### src/hdl/axi4_resp_pkg.sv
// axi4_resp_pkg: AXI field widths and channel payload structs for the burst responder
`default_nettype none

package axi4_resp_pkg;

   //////////////////////////////////////////////////////////////////////
   // Field widths
   //////////////////////////////////////////////////////////////////////
   // Transaction id
   localparam int AXI_ID_W   = 4;
   // Burst length, fixed at 8 bits by AXI4
   localparam int AXI_LEN_W  = 8;
   // One read data word
   localparam int AXI_DATA_W = 32;

   //////////////////////////////////////////////////////////////////////
   // Channel payloads
   //////////////////////////////////////////////////////////////////////
   // Write address, id only
   typedef struct packed {
      logic [AXI_ID_W-1:0] id;
   } aw_req_t;

   // Write data, only the last flag survives
   typedef struct packed {
      logic last;
   } w_beat_t;

   // Write response, always OKAY
   typedef struct packed {
      logic [AXI_ID_W-1:0] id;
   } b_resp_t;

   // Read address
   typedef struct packed {
      logic [AXI_ID_W-1:0]  id;
      logic [AXI_LEN_W-1:0] len;
   } ar_req_t;

   // Read data beat
   typedef struct packed {
      logic [AXI_ID_W-1:0]   id;
      logic [AXI_DATA_W-1:0] data;
      logic                  last;
   } r_beat_t;

endpackage

`default_nettype wire
### src/hdl/axi4_burst_responder.sv
// axi4_burst_responder: AXI4 slave answering write and read bursts through registered channels
`timescale 1ns/1ps
`default_nettype none

module axi4_burst_responder (
   input  wire logic                                 aclk,
   input  wire logic                                 rst,
   // Write address
   input  wire logic                                 awvalid,
   output logic                                      awready,
   input  wire logic [axi4_resp_pkg::AXI_ID_W-1:0]   awid,
   input  wire logic [axi4_resp_pkg::AXI_LEN_W-1:0]  awlen,
   // Write data
   input  wire logic                                 wvalid,
   output logic                                      wready,
   input  wire logic                                 wlast,
   // Write response
   output logic                                      bvalid,
   input  wire logic                                 bready,
   output logic [axi4_resp_pkg::AXI_ID_W-1:0]        bid,
   // Read address
   input  wire logic                                 arvalid,
   output logic                                      arready,
   input  wire logic [axi4_resp_pkg::AXI_ID_W-1:0]   arid,
   input  wire logic [axi4_resp_pkg::AXI_LEN_W-1:0]  arlen,
   // Read data
   output logic                                      rvalid,
   input  wire logic                                 rready,
   output logic [axi4_resp_pkg::AXI_ID_W-1:0]        rid,
   output logic [axi4_resp_pkg::AXI_DATA_W-1:0]      rdata,
   output logic                                      rlast
);

   //////////////////////////////////////////////////////////////////////
   // Channel payloads
   //////////////////////////////////////////////////////////////////////
   axi4_resp_pkg::aw_req_t aw_in, aw_out;
   axi4_resp_pkg::w_beat_t w_in, w_out;
   axi4_resp_pkg::b_resp_t b_in, b_out;
   axi4_resp_pkg::ar_req_t ar_in, ar_out;
   axi4_resp_pkg::r_beat_t r_in, r_out;
   // Slice to responder handshakes
   logic aw_out_valid, aw_out_ready;
   logic w_in_valid, w_in_ready, w_out_valid, w_out_ready;
   logic b_in_valid, b_in_ready;
   logic ar_out_valid, ar_out_ready;
   logic r_in_valid, r_in_ready;
   // Write address present downstream
   logic w_open;

   // Pack inbound fields, awlen unused since bursts end on wlast
   assign aw_in.id  = awid;
   assign w_in.last = wlast;
   assign ar_in.id  = arid;
   assign ar_in.len = arlen;
   // Unpack outbound fields
   assign bid   = b_out.id;
   assign rid   = r_out.id;
   assign rdata = r_out.data;
   assign rlast = r_out.last;

   // W held off until an address sits in the AW slice or the responder
   assign w_open     = aw_out_valid || !aw_out_ready;
   assign wready     = w_in_ready && w_open;
   assign w_in_valid = wvalid && w_open;

   //////////////////////////////////////////////////////////////////////
   // Write path
   //////////////////////////////////////////////////////////////////////
   channel_slice #(.payload_t(axi4_resp_pkg::aw_req_t)) aw_slice_i (
      .aclk(aclk), .rst(rst),
      .in_valid(awvalid), .in_ready(awready), .in_payload(aw_in),
      .out_valid(aw_out_valid), .out_ready(aw_out_ready), .out_payload(aw_out));

   channel_slice #(.payload_t(axi4_resp_pkg::w_beat_t)) w_slice_i (
      .aclk(aclk), .rst(rst),
      .in_valid(w_in_valid), .in_ready(w_in_ready), .in_payload(w_in),
      .out_valid(w_out_valid), .out_ready(w_out_ready), .out_payload(w_out));

   write_responder write_responder_i (
      .aclk(aclk), .rst(rst),
      .aw_valid(aw_out_valid), .aw_ready(aw_out_ready), .aw_req(aw_out),
      .w_valid(w_out_valid), .w_ready(w_out_ready), .w_beat(w_out),
      .b_valid(b_in_valid), .b_ready(b_in_ready), .b_resp(b_in));

   channel_slice #(.payload_t(axi4_resp_pkg::b_resp_t)) b_slice_i (
      .aclk(aclk), .rst(rst),
      .in_valid(b_in_valid), .in_ready(b_in_ready), .in_payload(b_in),
      .out_valid(bvalid), .out_ready(bready), .out_payload(b_out));

   //////////////////////////////////////////////////////////////////////
   // Read path
   //////////////////////////////////////////////////////////////////////
   channel_slice #(.payload_t(axi4_resp_pkg::ar_req_t)) ar_slice_i (
      .aclk(aclk), .rst(rst),
      .in_valid(arvalid), .in_ready(arready), .in_payload(ar_in),
      .out_valid(ar_out_valid), .out_ready(ar_out_ready), .out_payload(ar_out));

   read_burst_gen read_burst_gen_i (
      .aclk(aclk), .rst(rst),
      .ar_valid(ar_out_valid), .ar_ready(ar_out_ready), .ar_req(ar_out),
      .r_valid(r_in_valid), .r_ready(r_in_ready), .r_beat(r_in));

   channel_slice #(.payload_t(axi4_resp_pkg::r_beat_t)) r_slice_i (
      .aclk(aclk), .rst(rst),
      .in_valid(r_in_valid), .in_ready(r_in_ready), .in_payload(r_in),
      .out_valid(rvalid), .out_ready(rready), .out_payload(r_out));

endmodule

`default_nettype wire

### src/hdl/read_burst_gen.sv
// read_burst_gen: expands one read address into a counted burst of read data beats
`timescale 1ns/1ps
`default_nettype none

module read_burst_gen (
   input  wire logic                    aclk,
   input  wire logic                    rst,
   // Read address
   input  wire logic                    ar_valid,
   output logic                         ar_ready,
   input  wire axi4_resp_pkg::ar_req_t  ar_req,
   // Read data
   output logic                         r_valid,
   input  wire logic                    r_ready,
   output axi4_resp_pkg::r_beat_t       r_beat
);

   import axi4_resp_pkg::*;

   //////////////////////////////////////////////////////////////////////
   // Burst state
   //////////////////////////////////////////////////////////////////////
   // Captured request
   logic [AXI_ID_W-1:0]  id_q;
   logic [AXI_LEN_W-1:0] len_q;
   // Beat index within the burst
   logic [AXI_LEN_W-1:0] cnt;
   // Handshakes
   logic                 ar_fire;
   logic                 r_fire;
   logic                 r_last;

   assign r_last   = (cnt == len_q);
   assign r_fire   = r_valid && r_ready;
   // Next address overlaps the final beat
   assign ar_ready = !r_valid || (r_fire && r_last);
   assign ar_fire  = ar_valid && ar_ready;

   // Beat built from registers only, so it holds under stall
   assign r_beat.id   = id_q;
   assign r_beat.data = AXI_DATA_W'(cnt);
   assign r_beat.last = r_last;

   //////////////////////////////////////////////////////////////////////
   // Counter and valid
   //////////////////////////////////////////////////////////////////////
   always_ff @(posedge aclk)
   begin
      if (rst)
      begin
         r_valid <= 1'b0;
         cnt     <= '0;
      end
      else if (ar_fire)
      begin
         // First beat goes out next cycle
         r_valid <= 1'b1;
         cnt     <= '0;
      end
      else if (r_fire)
      begin
         if (r_last)
         begin
            r_valid <= 1'b0;
            cnt     <= '0;
         end
         else
            cnt <= cnt + 1'b1;
      end
   end

   // Request capture
   always_ff @(posedge aclk)
   begin
      if (ar_fire)
      begin
         id_q  <= ar_req.id;
         len_q <= ar_req.len;
      end
   end

   // A non-final beat is always followed by one still inside the length
   cnt_in_range_a : assert property (@(posedge aclk) disable iff (rst)
      r_valid && !r_last |=> r_valid && (cnt <= len_q));

endmodule

`default_nettype wire

### src/hdl/write_responder.sv
// Write responder that pairs each write address with its data burst and returns one response
`timescale 1ns/1ps
`default_nettype none

module write_responder (
   input  wire logic                    aclk,
   input  wire logic                    rst,
   // Write address
   input  wire logic                    aw_valid,
   output logic                         aw_ready,
   input  wire axi4_resp_pkg::aw_req_t  aw_req,
   // Write data
   input  wire logic                    w_valid,
   output logic                         w_ready,
   input  wire axi4_resp_pkg::w_beat_t  w_beat,
   // Write response
   output logic                         b_valid,
   input  wire logic                    b_ready,
   output axi4_resp_pkg::b_resp_t       b_resp
);

   import axi4_resp_pkg::*;

   // Address currently owning the W channel
   logic                aw_held;
   logic [AXI_ID_W-1:0] held_id;
   // Handshakes
   logic                aw_fire;
   logic                w_fire;
   logic                b_fire;

   assign b_fire   = b_valid && b_ready;
   // Held address retires with its B so a new one may enter the same cycle
   assign aw_ready = !aw_held || b_fire;
   assign aw_fire  = aw_valid && aw_ready;
   // Data only while an address is held and no B is waiting
   assign w_ready  = aw_held && !b_valid;
   assign w_fire   = w_valid && w_ready;

   //////////////////////////////////////////////////////////////////////
   // Control
   //////////////////////////////////////////////////////////////////////
   always_ff @(posedge aclk)
   begin
      if (rst)
      begin
         aw_held <= 1'b0;
         b_valid <= 1'b0;
      end
      else
      begin
         if (aw_fire)
            aw_held <= 1'b1;
         else if (b_fire)
            aw_held <= 1'b0;
         // Burst ends on wlast and awlen plays no part
         if (w_fire && w_beat.last)
            b_valid <= 1'b1;
         else if (b_fire)
            b_valid <= 1'b0;
      end
   end

   // Id capture and registered response
   always_ff @(posedge aclk)
   begin
      if (aw_fire)
         held_id <= aw_req.id;
      if (w_fire && w_beat.last)
         b_resp.id <= held_id;
   end

   // Pending response neither dropped nor overwritten by a later data beat
   b_stable_a : assert property (@(posedge aclk) disable iff (rst)
      b_valid && !b_ready |=> b_valid && $stable(b_resp));

endmodule

`default_nettype wire

### src/hdl/channel_slice.sv
// channel_slice: two-entry valid/ready register slice for an arbitrary payload type
`timescale 1ns/1ps
`default_nettype none

module channel_slice #(
   parameter type payload_t = logic
) (
   input  wire logic aclk,
   input  wire logic rst,
   // Upstream side
   input  wire logic in_valid,
   output logic      in_ready,
   input  wire       payload_t in_payload,
   // Downstream side
   output logic      out_valid,
   input  wire logic out_ready,
   output payload_t  out_payload
);

   //////////////////////////////////////////////////////////////////////
   // Storage
   //////////////////////////////////////////////////////////////////////
   // Skid entry, filled only when output is stalled
   logic     skid_valid;
   payload_t skid_payload;
   // Output entry free or draining this cycle
   logic     load_out;

   assign load_out = out_ready || !out_valid;

   // Ready from own occupancy only, no path from out_ready
   assign in_ready = !skid_valid;

   //////////////////////////////////////////////////////////////////////
   // Control
   //////////////////////////////////////////////////////////////////////
   always_ff @(posedge aclk)
   begin
      if (rst)
      begin
         out_valid  <= 1'b0;
         skid_valid <= 1'b0;
      end
      else if (load_out)
      begin
         // Skid drains first to keep order
         if (skid_valid)
         begin
            out_valid  <= 1'b1;
            skid_valid <= 1'b0;
         end
         else
            out_valid <= in_valid;
      end
      else if (in_valid && in_ready)
         skid_valid <= 1'b1;
   end

   // Payload path
   always_ff @(posedge aclk)
   begin
      if (load_out)
      begin
         if (skid_valid)
            out_payload <= skid_payload;
         else if (in_valid)
            out_payload <= in_payload;
      end
      // Catch the beat that arrives under a stall
      if (!load_out && in_valid && in_ready)
         skid_payload <= in_payload;
   end

   // Stalled output holds valid and payload
   stall_stable_a : assert property (@(posedge aclk) disable iff (rst)
      out_valid && !out_ready |=> out_valid && $stable(out_payload));

endmodule

`default_nettype wire

### config.mk
export PLATFORM = sky130hd
export DESIGN_NAME = axi4_burst_responder
export DESIGN_NICKNAME = d
export VERILOG_FILES = /design/src/hdl/axi4_resp_pkg.sv /design/src/hdl/axi4_burst_responder.sv /design/src/hdl/read_burst_gen.sv /design/src/hdl/write_responder.sv /design/src/hdl/channel_slice.sv
export SDC_FILE = /design/constraint.sdc
export NUM_CORES = 1
export LEC_CHECK = 0
export BUFFER_PORTS_ARGS = -buffer_cell sky130_fd_sc_hd__buf_2
export CAP_MARGIN = 20
export CORE_UTILIZATION = 50
export CTS_CLUSTER_DIAMETER = 150
export CTS_CLUSTER_SIZE = 20
export DETAILED_ROUTE_END_ITERATION = 6
export GPL_ROUTABILITY_DRIVEN = 0
export PLACE_DENSITY_LB_ADDON = 0.2
export SYNTH_ARGS = -nofsm -noshare
export SYNTH_HDL_FRONTEND = slang
export SYNTH_SLANG_ARGS = --single-unit
### constraint.sdc
create_clock -name aclk -period 6 [get_ports aclk]
set_input_delay 0.9 -clock aclk [delete_from_list [all_inputs] [get_ports aclk]]
set_output_delay 0.9 -clock aclk [all_outputs]
set_load 0.05 [all_outputs]
==> impl_metrics.yaml, run 1 <==
sta:
  relSlewSlack: 0.3124
  skew_ns: 0.01436
  finalMaxSlewViolations: 0
  hold_viol: 0
  fmax_mhz: 391.6
  worst_slew_pin_slew_ns: 1.028
  min_period_over_period: 0.4256
  fin_tns_setup_ns: 0
  rsz0062_at_grt: "false"
  fin_crit_ns: 2.554
  setup_viol: 0
placed_design:
  dpl.hpwl_um: 3835
  postPlaceCellArea_mm2: 0.004557
  port-buffer-count: 45
logic_synthesis:
  synth_warnings: 0
  ys_seq_area_frac: 0.7079
  synth_cells: 274
  syn_area_mm2: 0.004327
  ys.flop_type: "edfxtp_1"
  synthTopCellsByArea: "edfxtp_1 (61%), dfxtp_1 (9.7%), mux2_2 (8.6%), buf_4 (4.2%), nor2_1 (2.0%)"
  ys_async_sr_fraction: 0
  synth_top_area_share: 0.6108
  yosysTopAreaCell: "edfxtp_1"
  synth_edf_count: 88
  synth-seq-cells: 109
  synthDistinctLibCells: 40
  avgSynthCellArea_um2: 15.79
critical_path:
  end_kind: "primary output"
  reg2reg_slack_ns: 3.80
  worst-path-max-fanout: 8
  reg2reg_depth: 2
  worstPathRequired_ns: 5.10
  slowest_delay_ns: 0.51
  crit_arrival_ns: 1.65
  reg2reg_from: "r_slice_i.skid_valid$_SDFFE_PP0P_"
  critPathSlowestCell: "dfxtp_1"
  path_class: "reg -> out"
  r2r_end: "r_slice_i.skid_payload[3]$_DFFE_PP_"
  path_cells: "nand2b_1, a21oi_1, nor2_1, buf_2"
  cp-start-kind: "register"
hold_path:
  min_path_cells: 0
  hold_start: "ar_slice_i.out_payload[11]$_DFFE_PP_"
  hold_path_class: "reg -> reg"
  holdPathEnd: "read_burst_gen_i.id_q[3]$_DFFE_PP_"
routing:
  drt-total-wl_um: 5468
  dr.pass1.iters: 4
  drtIter0Drc: 72
  drcViolationCount: 0
  vias_per_cell: 4.749
  wire_per_inst_um: 12.69
  via_count: 2047
  antenna_left: 0
grt:
  grt_max_degree: 21
  grtUsageTotal: 0.1346
  grt_pass1_wl_um: 8970
  grt-ovfl-total: 0
  grt_pass1_vias: 1879
  antenna_found_initial: 0
clock_tree:
  ctsLongestPathBuffers: 2
  cts_tree: "done"
  hold_buffers: 0
  cts.sinks: 109
  clk-insertion-delay-late_ns: 0.36
  cts_buffers: 9
  path_clk_slew_ns: 0.10
  cts_root_buffer: "clkbuf_8"
  ctsHtreeMaxLevel: 3
  post-cts-setup-buffers: 0
  cts.repair.resized: 0
power:
  peakVddDrop_uv: 128.7
  power_leakage_nw: 1.661
  p_per_area_mw_per_mm2: 290.0
finish:
  multiInputGateArea_mm2: 0.001119
  drive_gt1_frac: 0.3160
  finalNetCount: 354
  area_growth_pct: 9.485
  design_area_mm2: 0.004737
  num_antenna_cells: 0
  regArea_mm2: 0.003063
  fill_cells: 670
floorplanning:
  core-area_mm2: 0.008299
  initial_utilization: 0.5213
  ios: 78
  die_h_um: 95.03
  dieWidth_um: 95.03
  dieArea_mm2: 0.009030
  rows: 33
run:
  maxCapViolCount: 0
run_status:
  status: "completed"
worst max path at each step:
stage                     slack, ns                                    to  depth (start not counted)                                 from
after floorplan                3.35  ar_slice_i.skid_payload[0]$_DFFE_PP_                          4  read_burst_gen_i.len_q[2]$_DFFE_PP_
after global placement         3.61  r_slice_i.skid_payload[33]$_DFFE_PP_                          3                               rready
after detailed placement       3.59  r_slice_i.skid_payload[33]$_DFFE_PP_                          3                               rready
after CTS                      3.44                                wready                          4    b_slice_i.skid_valid$_SDFFE_PP0P_
after global routing           3.33                                wready                          4    b_slice_i.skid_valid$_SDFFE_PP0P_
final                          3.45                                wready                          4    b_slice_i.skid_valid$_SDFFE_PP0P_
per-layer routing:
| metal | track usage | vias to the layer above | part of all wire |
|---|---|---|---|
| met4 | 0.06439 | 0 | 0.020 |
| met2 | 0.1906 | 56 | 0.42 |
| li1 | - | 1048 | - |
| met3 | 0.04466 | 8 | 0.051 |
| met1 | 0.1868 | 935 | 0.50 |
| met5 | 0 | - | 0 |
cells in the final DEF, fill, tap and decap left out, drive strengths merged, types with 3 or more instances in the layout:
| cell type | Yosys | routed |
|---|---|---|
| nand2 | 6 | 6 |
| nor3 | 6 | 6 |
| xnor2 | 12 | 12 |
| nand2b | 5 | 5 |
| nand4 | 3 | 3 |
| buf | 29 | 46 |
| edfxtp | 88 | 88 |
| inv | 3 | 3 |
| nor2 | 23 | 23 |
| conb | 1 | 24 |
| clkbuf | 4 | 13 |
| mux2 | 33 | 33 |
| dfxtp | 21 | 21 |
| nand3 | 3 | 3 |
| a21oi | 10 | 10 |
synth_stat cells, types with 2 or more instances:
master,n
edfxtp_1,88
mux2_2,33
buf_4,24
nor2_1,23
dfxtp_1,21
a21oi_1,10
xnor2_1,8
nand2_1,6
nor3_1,6
nand2b_1,5
buf_2,4
clkbuf_1,4
inv_1,3
nand3_1,3
xnor2_2,3
a21o_1,2
nor2b_1,2
nor3b_1,2
nor4b_1,2
o21a_1,2
o21ai_0,2
o31ai_4,2
xor2_1,2
area by class of cell:
cell class | count | share of cell area
Tap cell | 105 | 0.02773
Inverter | 3 | 0.002377
Timing Repair Buffer | 46 | 0.04913
Clock buffer | 13 | 0.03354
Clock inverter | 3 | 0.004490
Multi-Input combinational cell | 152 | 0.2361
Sequential cell | 109 | 0.6466
per-stage QoR:
stage,setup WS [ns],std cells,util,total power (W),hold WS [ns]
2_1_floorplan,3.347,297,-,0.0009820,0.4003
3_3_place_gp,3.607,415,0.5491,0.0009933,0.4015
3_5_place_dp,3.594,415,0.5491,0.0009956,0.4054
4_1_cts,3.439,431,0.5708,0.001387,0.4223
5_1_grt,3.330,431,0.5708,0.001428,0.4269
6_report,3.446,431,0.5708,0.001374,0.4222
where the power goes:
| group | total, W | switching, W | internal (W) |
|---|---|---|---|
| combinational | 0.000119 | 0.0000888 | 0.0000297 |
| sequential | 0.000859 | 0.0000133 | 0.000845 |
| clock | 0.000396 | 0.000222 | 0.000174 |
critical path: cells and delay by family (launching register included):
kind / cells / cell delay, ns
simple gates: 2 / 0.38
buf+inv: 1 / 0.27
compound gates: 1 / 0.14
flops: 1 / 0.51
state kept, by name, indices dropped and copies added (netlist names), 8 cells and up:
name and flops:
ar_slice_i.skid_payload 12, ar_slice_i.out_payload 12, read_burst_gen_i.len_q 8, r_slice_i.skid_payload 13, r_slice_i.out_payload 13, read_burst_gen_i.cnt 8
kinds of logic after synthesis:
group,Yosys count,share of synthesized area
XOR/XNOR,14,0.03789
AND/OR/NAND/NOR,57,0.07056
flip-flops,109,0.7079
adder cells (fa/ha/maj),1,0.002891
multiplexers,33,0.08589
AO/OA/AOI/OAI,23,0.03904
other,1,0.0008667
buffers and inverters,36,0.05494
(Power assumes the default switching activity.)
==> inputs of run 2 (changes only) <==
- ABC_AREA: unset -> 1
- clock period: 6 -> 2.3 ns (I/O delays scaled with it)
==> run 2 against run 1 <==
The flow now finishes with violations (design-rule violations). Critical path depth is 3 higher. Largest power group unchanged. Critical endpoint unchanged. Die area is 2.6% higher. Synthesized cell count is 49% higher. Register-to-register slack worse by 3.4 ns. Sequential cell count stayed put.
==> impl_metrics.yaml, run 2 <==
sta:
  skew_ns: 0.008353
  hold_slack_ns: 0.1716
  hold_viol: 0
  fin_crit_ns: 1.961
  rsz0062_at_grt: "false"
  min_period_over_period: 0.8525
  setup_viol: 0
  fmax_mhz: 510.0
  finalMaxSlewViolations: 0
  setup_slack_ns: 0.3393
  fin_tns_setup_ns: 0
finish:
  layout_common_cells: "nand2_1 (134), edfxtp_1 (88), inv_1 (45), buf_2 (45), nor2_1 (29)"
  finalNetCount: 495
  final_common_cell: "nand2_1"
  top_regs: "r_slice_i.out_payload (13), r_slice_i.skid_payload (13)"
  num_antenna_cells: 0
  final_cell_count_no_fill: 575
  area_growth_pct: 10.93
  fill_cells: 764
  drive_gt1_frac: 0.1649
logic_synthesis:
  synth_common_cells: "nand2_1 (134), edfxtp_1 (88), inv_1 (45)"
  synthTopCellsByArea: "edfxtp_1 (60%), nand2_1 (11%), dfxtp_1 (9.5%), buf_4 (4.1%), inv_1 (3.8%)"
  ys_seq_area_frac: 0.6898
  syn_area_mm2: 0.004441
  synth_cells: 407
  synthDistinctLibCells: 29
  synth_edf_count: 88
  synth-seq-cells: 109
  synth_top_area_share: 0.5951
  synth_warnings: 0
  synth_most_common_cell: "nand2_1"
  yosysTopAreaCell: "edfxtp_1"
  ys_async_sr_fraction: 0
  avgSynthCellArea_um2: 10.91
  ys.flop_type: "edfxtp_1"
routing:
  drtIter0Drc: 109
  drt-total-wl_um: 6278
  via_count: 2622
  vias_per_cell: 4.560
  antenna_left: 0
  dr.pass1.iters: 6
  wire_per_inst_um: 10.92
  drcViolationCount: 1
clock_tree:
  ctsLongestPathBuffers: 2
  ctsHtreeMaxLevel: 3
  hold_buffers: 0
  cts_tree: "done"
  cts.sinks: 109
  cts_buffers: 9
  post-cts-setup-buffers: 0
  clk-insertion-delay-late_ns: 0.36
  cts.repair.resized: 0
  path_clk_slew_ns: 0.10
  cts_root_buffer: "clkbuf_8"
critical_path:
  worstPathRequired_ns: 1.96
  crit_arrival_ns: 1.62
  reg2reg_depth: 7
  end_kind: "primary output"
  path_class: "reg -> out"
  worst-path-max-fanout: 7
  cp-start-kind: "register"
floorplanning:
  dieWidth_um: 96.24
  dieArea_mm2: 0.009262
  rows: 34
  core-area_mm2: 0.008678
  die_h_um: 96.24
  ios: 78
  initial_utilization: 0.5117
grt:
  grt_max_degree: 19
  grt_pass1_vias: 2270
  antenna_found_initial: 0
  grtUsageMet1: 0.1983
  busiest_layer: "met2"
  grtUsageTotal: 0.1522
  use_met2: 0.2376
  grt-ovfl-total: 0
  grt_pass1_wl_um: 10370
  grt.met3_usage: 0.03791
power:
  p_per_area_mw_per_mm2: 752.4
  p_clk_frac: 0.313
  pwr-share-seq: 0.602
  peakVddDrop_uv: 344.4
  power_leakage_nw: 2.075
  switching_share: 0.2422
  pwr-share-comb: 0.085
  p_sw_w: 0.0008978
  p_int_w: 0.002808
placed_design:
  dpl.hpwl_um: 4551
  port-buffer-count: 45
  dp.cells: 559
  pre_cts_ws_ns: 0.3585
run_status:
  status: "complete, but fails checks"
  failed_checks: "design-rule violations"
hold_path:
  min_path_cells: 1
  hold_path_class: "in -> reg"
run:
  maxCapViolCount: 0
[run 2: per-stage QoR]
stage	instance area (um2)	util	power, W
2_1_floorplan	4527	-	0.002553
3_3_place_gp	4721	0.5440	0.002588
3_5_place_dp	4721	0.5440	0.002596
4_1_cts	4926	0.5676	0.003745
5_1_grt	4926	0.5676	0.003857
6_report	4926	0.5676	0.003706
[run 2: path summary, 6_finish.rpt]
kind | startpoint | end | slack (ns)
worst max-delay path | b_slice_i.skid_valid$_SDFFE_PP0P_ | wready | 0.34
worst min-delay path | arlen[4] | ar_slice_i.skid_payload[4]$_DFFE_PP_ | 0.17
worst max register to register | read_burst_gen_i.cnt[4]$_SDFFE_PP0P_ | ar_slice_i.out_payload[7]$_DFFE_PP_ | 0.36
worst min register to register | write_responder_i.held_id[1]$_DFFE_PP_ | write_responder_i.b_resp[1]$_DFFE_PP_ | 0.42
[run 2: layer usage]
layer	up-vias	share of wire
met1	1167	0.47
met5	-	0
li1	1377	-
met3	9	0.044
met4	0	0.018
met2	69	0.47
[run 2: layout make-up]
class	instances	area, um2	area share
multi-input cells	244	1076	0.2184
repair buffers	51	270.3	0.05486
inverters	47	176.4	0.03581
clock inverters	6	67.56	0.01372
well taps	108	135.1	0.02743
clock buffers	10	137.6	0.02794
flip-flops and latches	109	3063	0.6218
[run 2: worst max-delay path, stage by stage, from the launching register on]
cell and delay (ns):
dfxtp_1 0.46, inv_1 0.14, nand2_1 0.10, nand2_1 0.06
inv_1 0.08, nor2_1 0.08, nor2_1 0.08, buf_2 0.26
[run 2: power groups by stage]
stage | clock network [W] | registers [W] | logic (W)
2_1_floorplan | 0 | 0.00233 | 0.000227
3_3_place_gp | 0 | 0.00228 | 0.000312
3_5_place_dp | 0 | 0.00228 | 0.000316
4_1_cts | 0.00119 | 0.00223 | 0.000317
5_1_grt | 0.00127 | 0.00224 | 0.000346
6_report | 0.00116 | 0.00223 | 0.000314
[run 2: logic make-up (layout without fill, tap and decap cells)]
group	after synthesis	count (layout)	synth area share
and+or+nand+nor	193	193	0.1820
DFF	109	109	0.6898
buffers and inverters	77	114	0.08734
AOI/OAI and AO/OA	18	18	0.02085
xor gates and xnor gates	7	7	0.01381
adders and majority gates	1	1	0.002817
other	1	24	0.0008445
muxes	1	1	0.002536
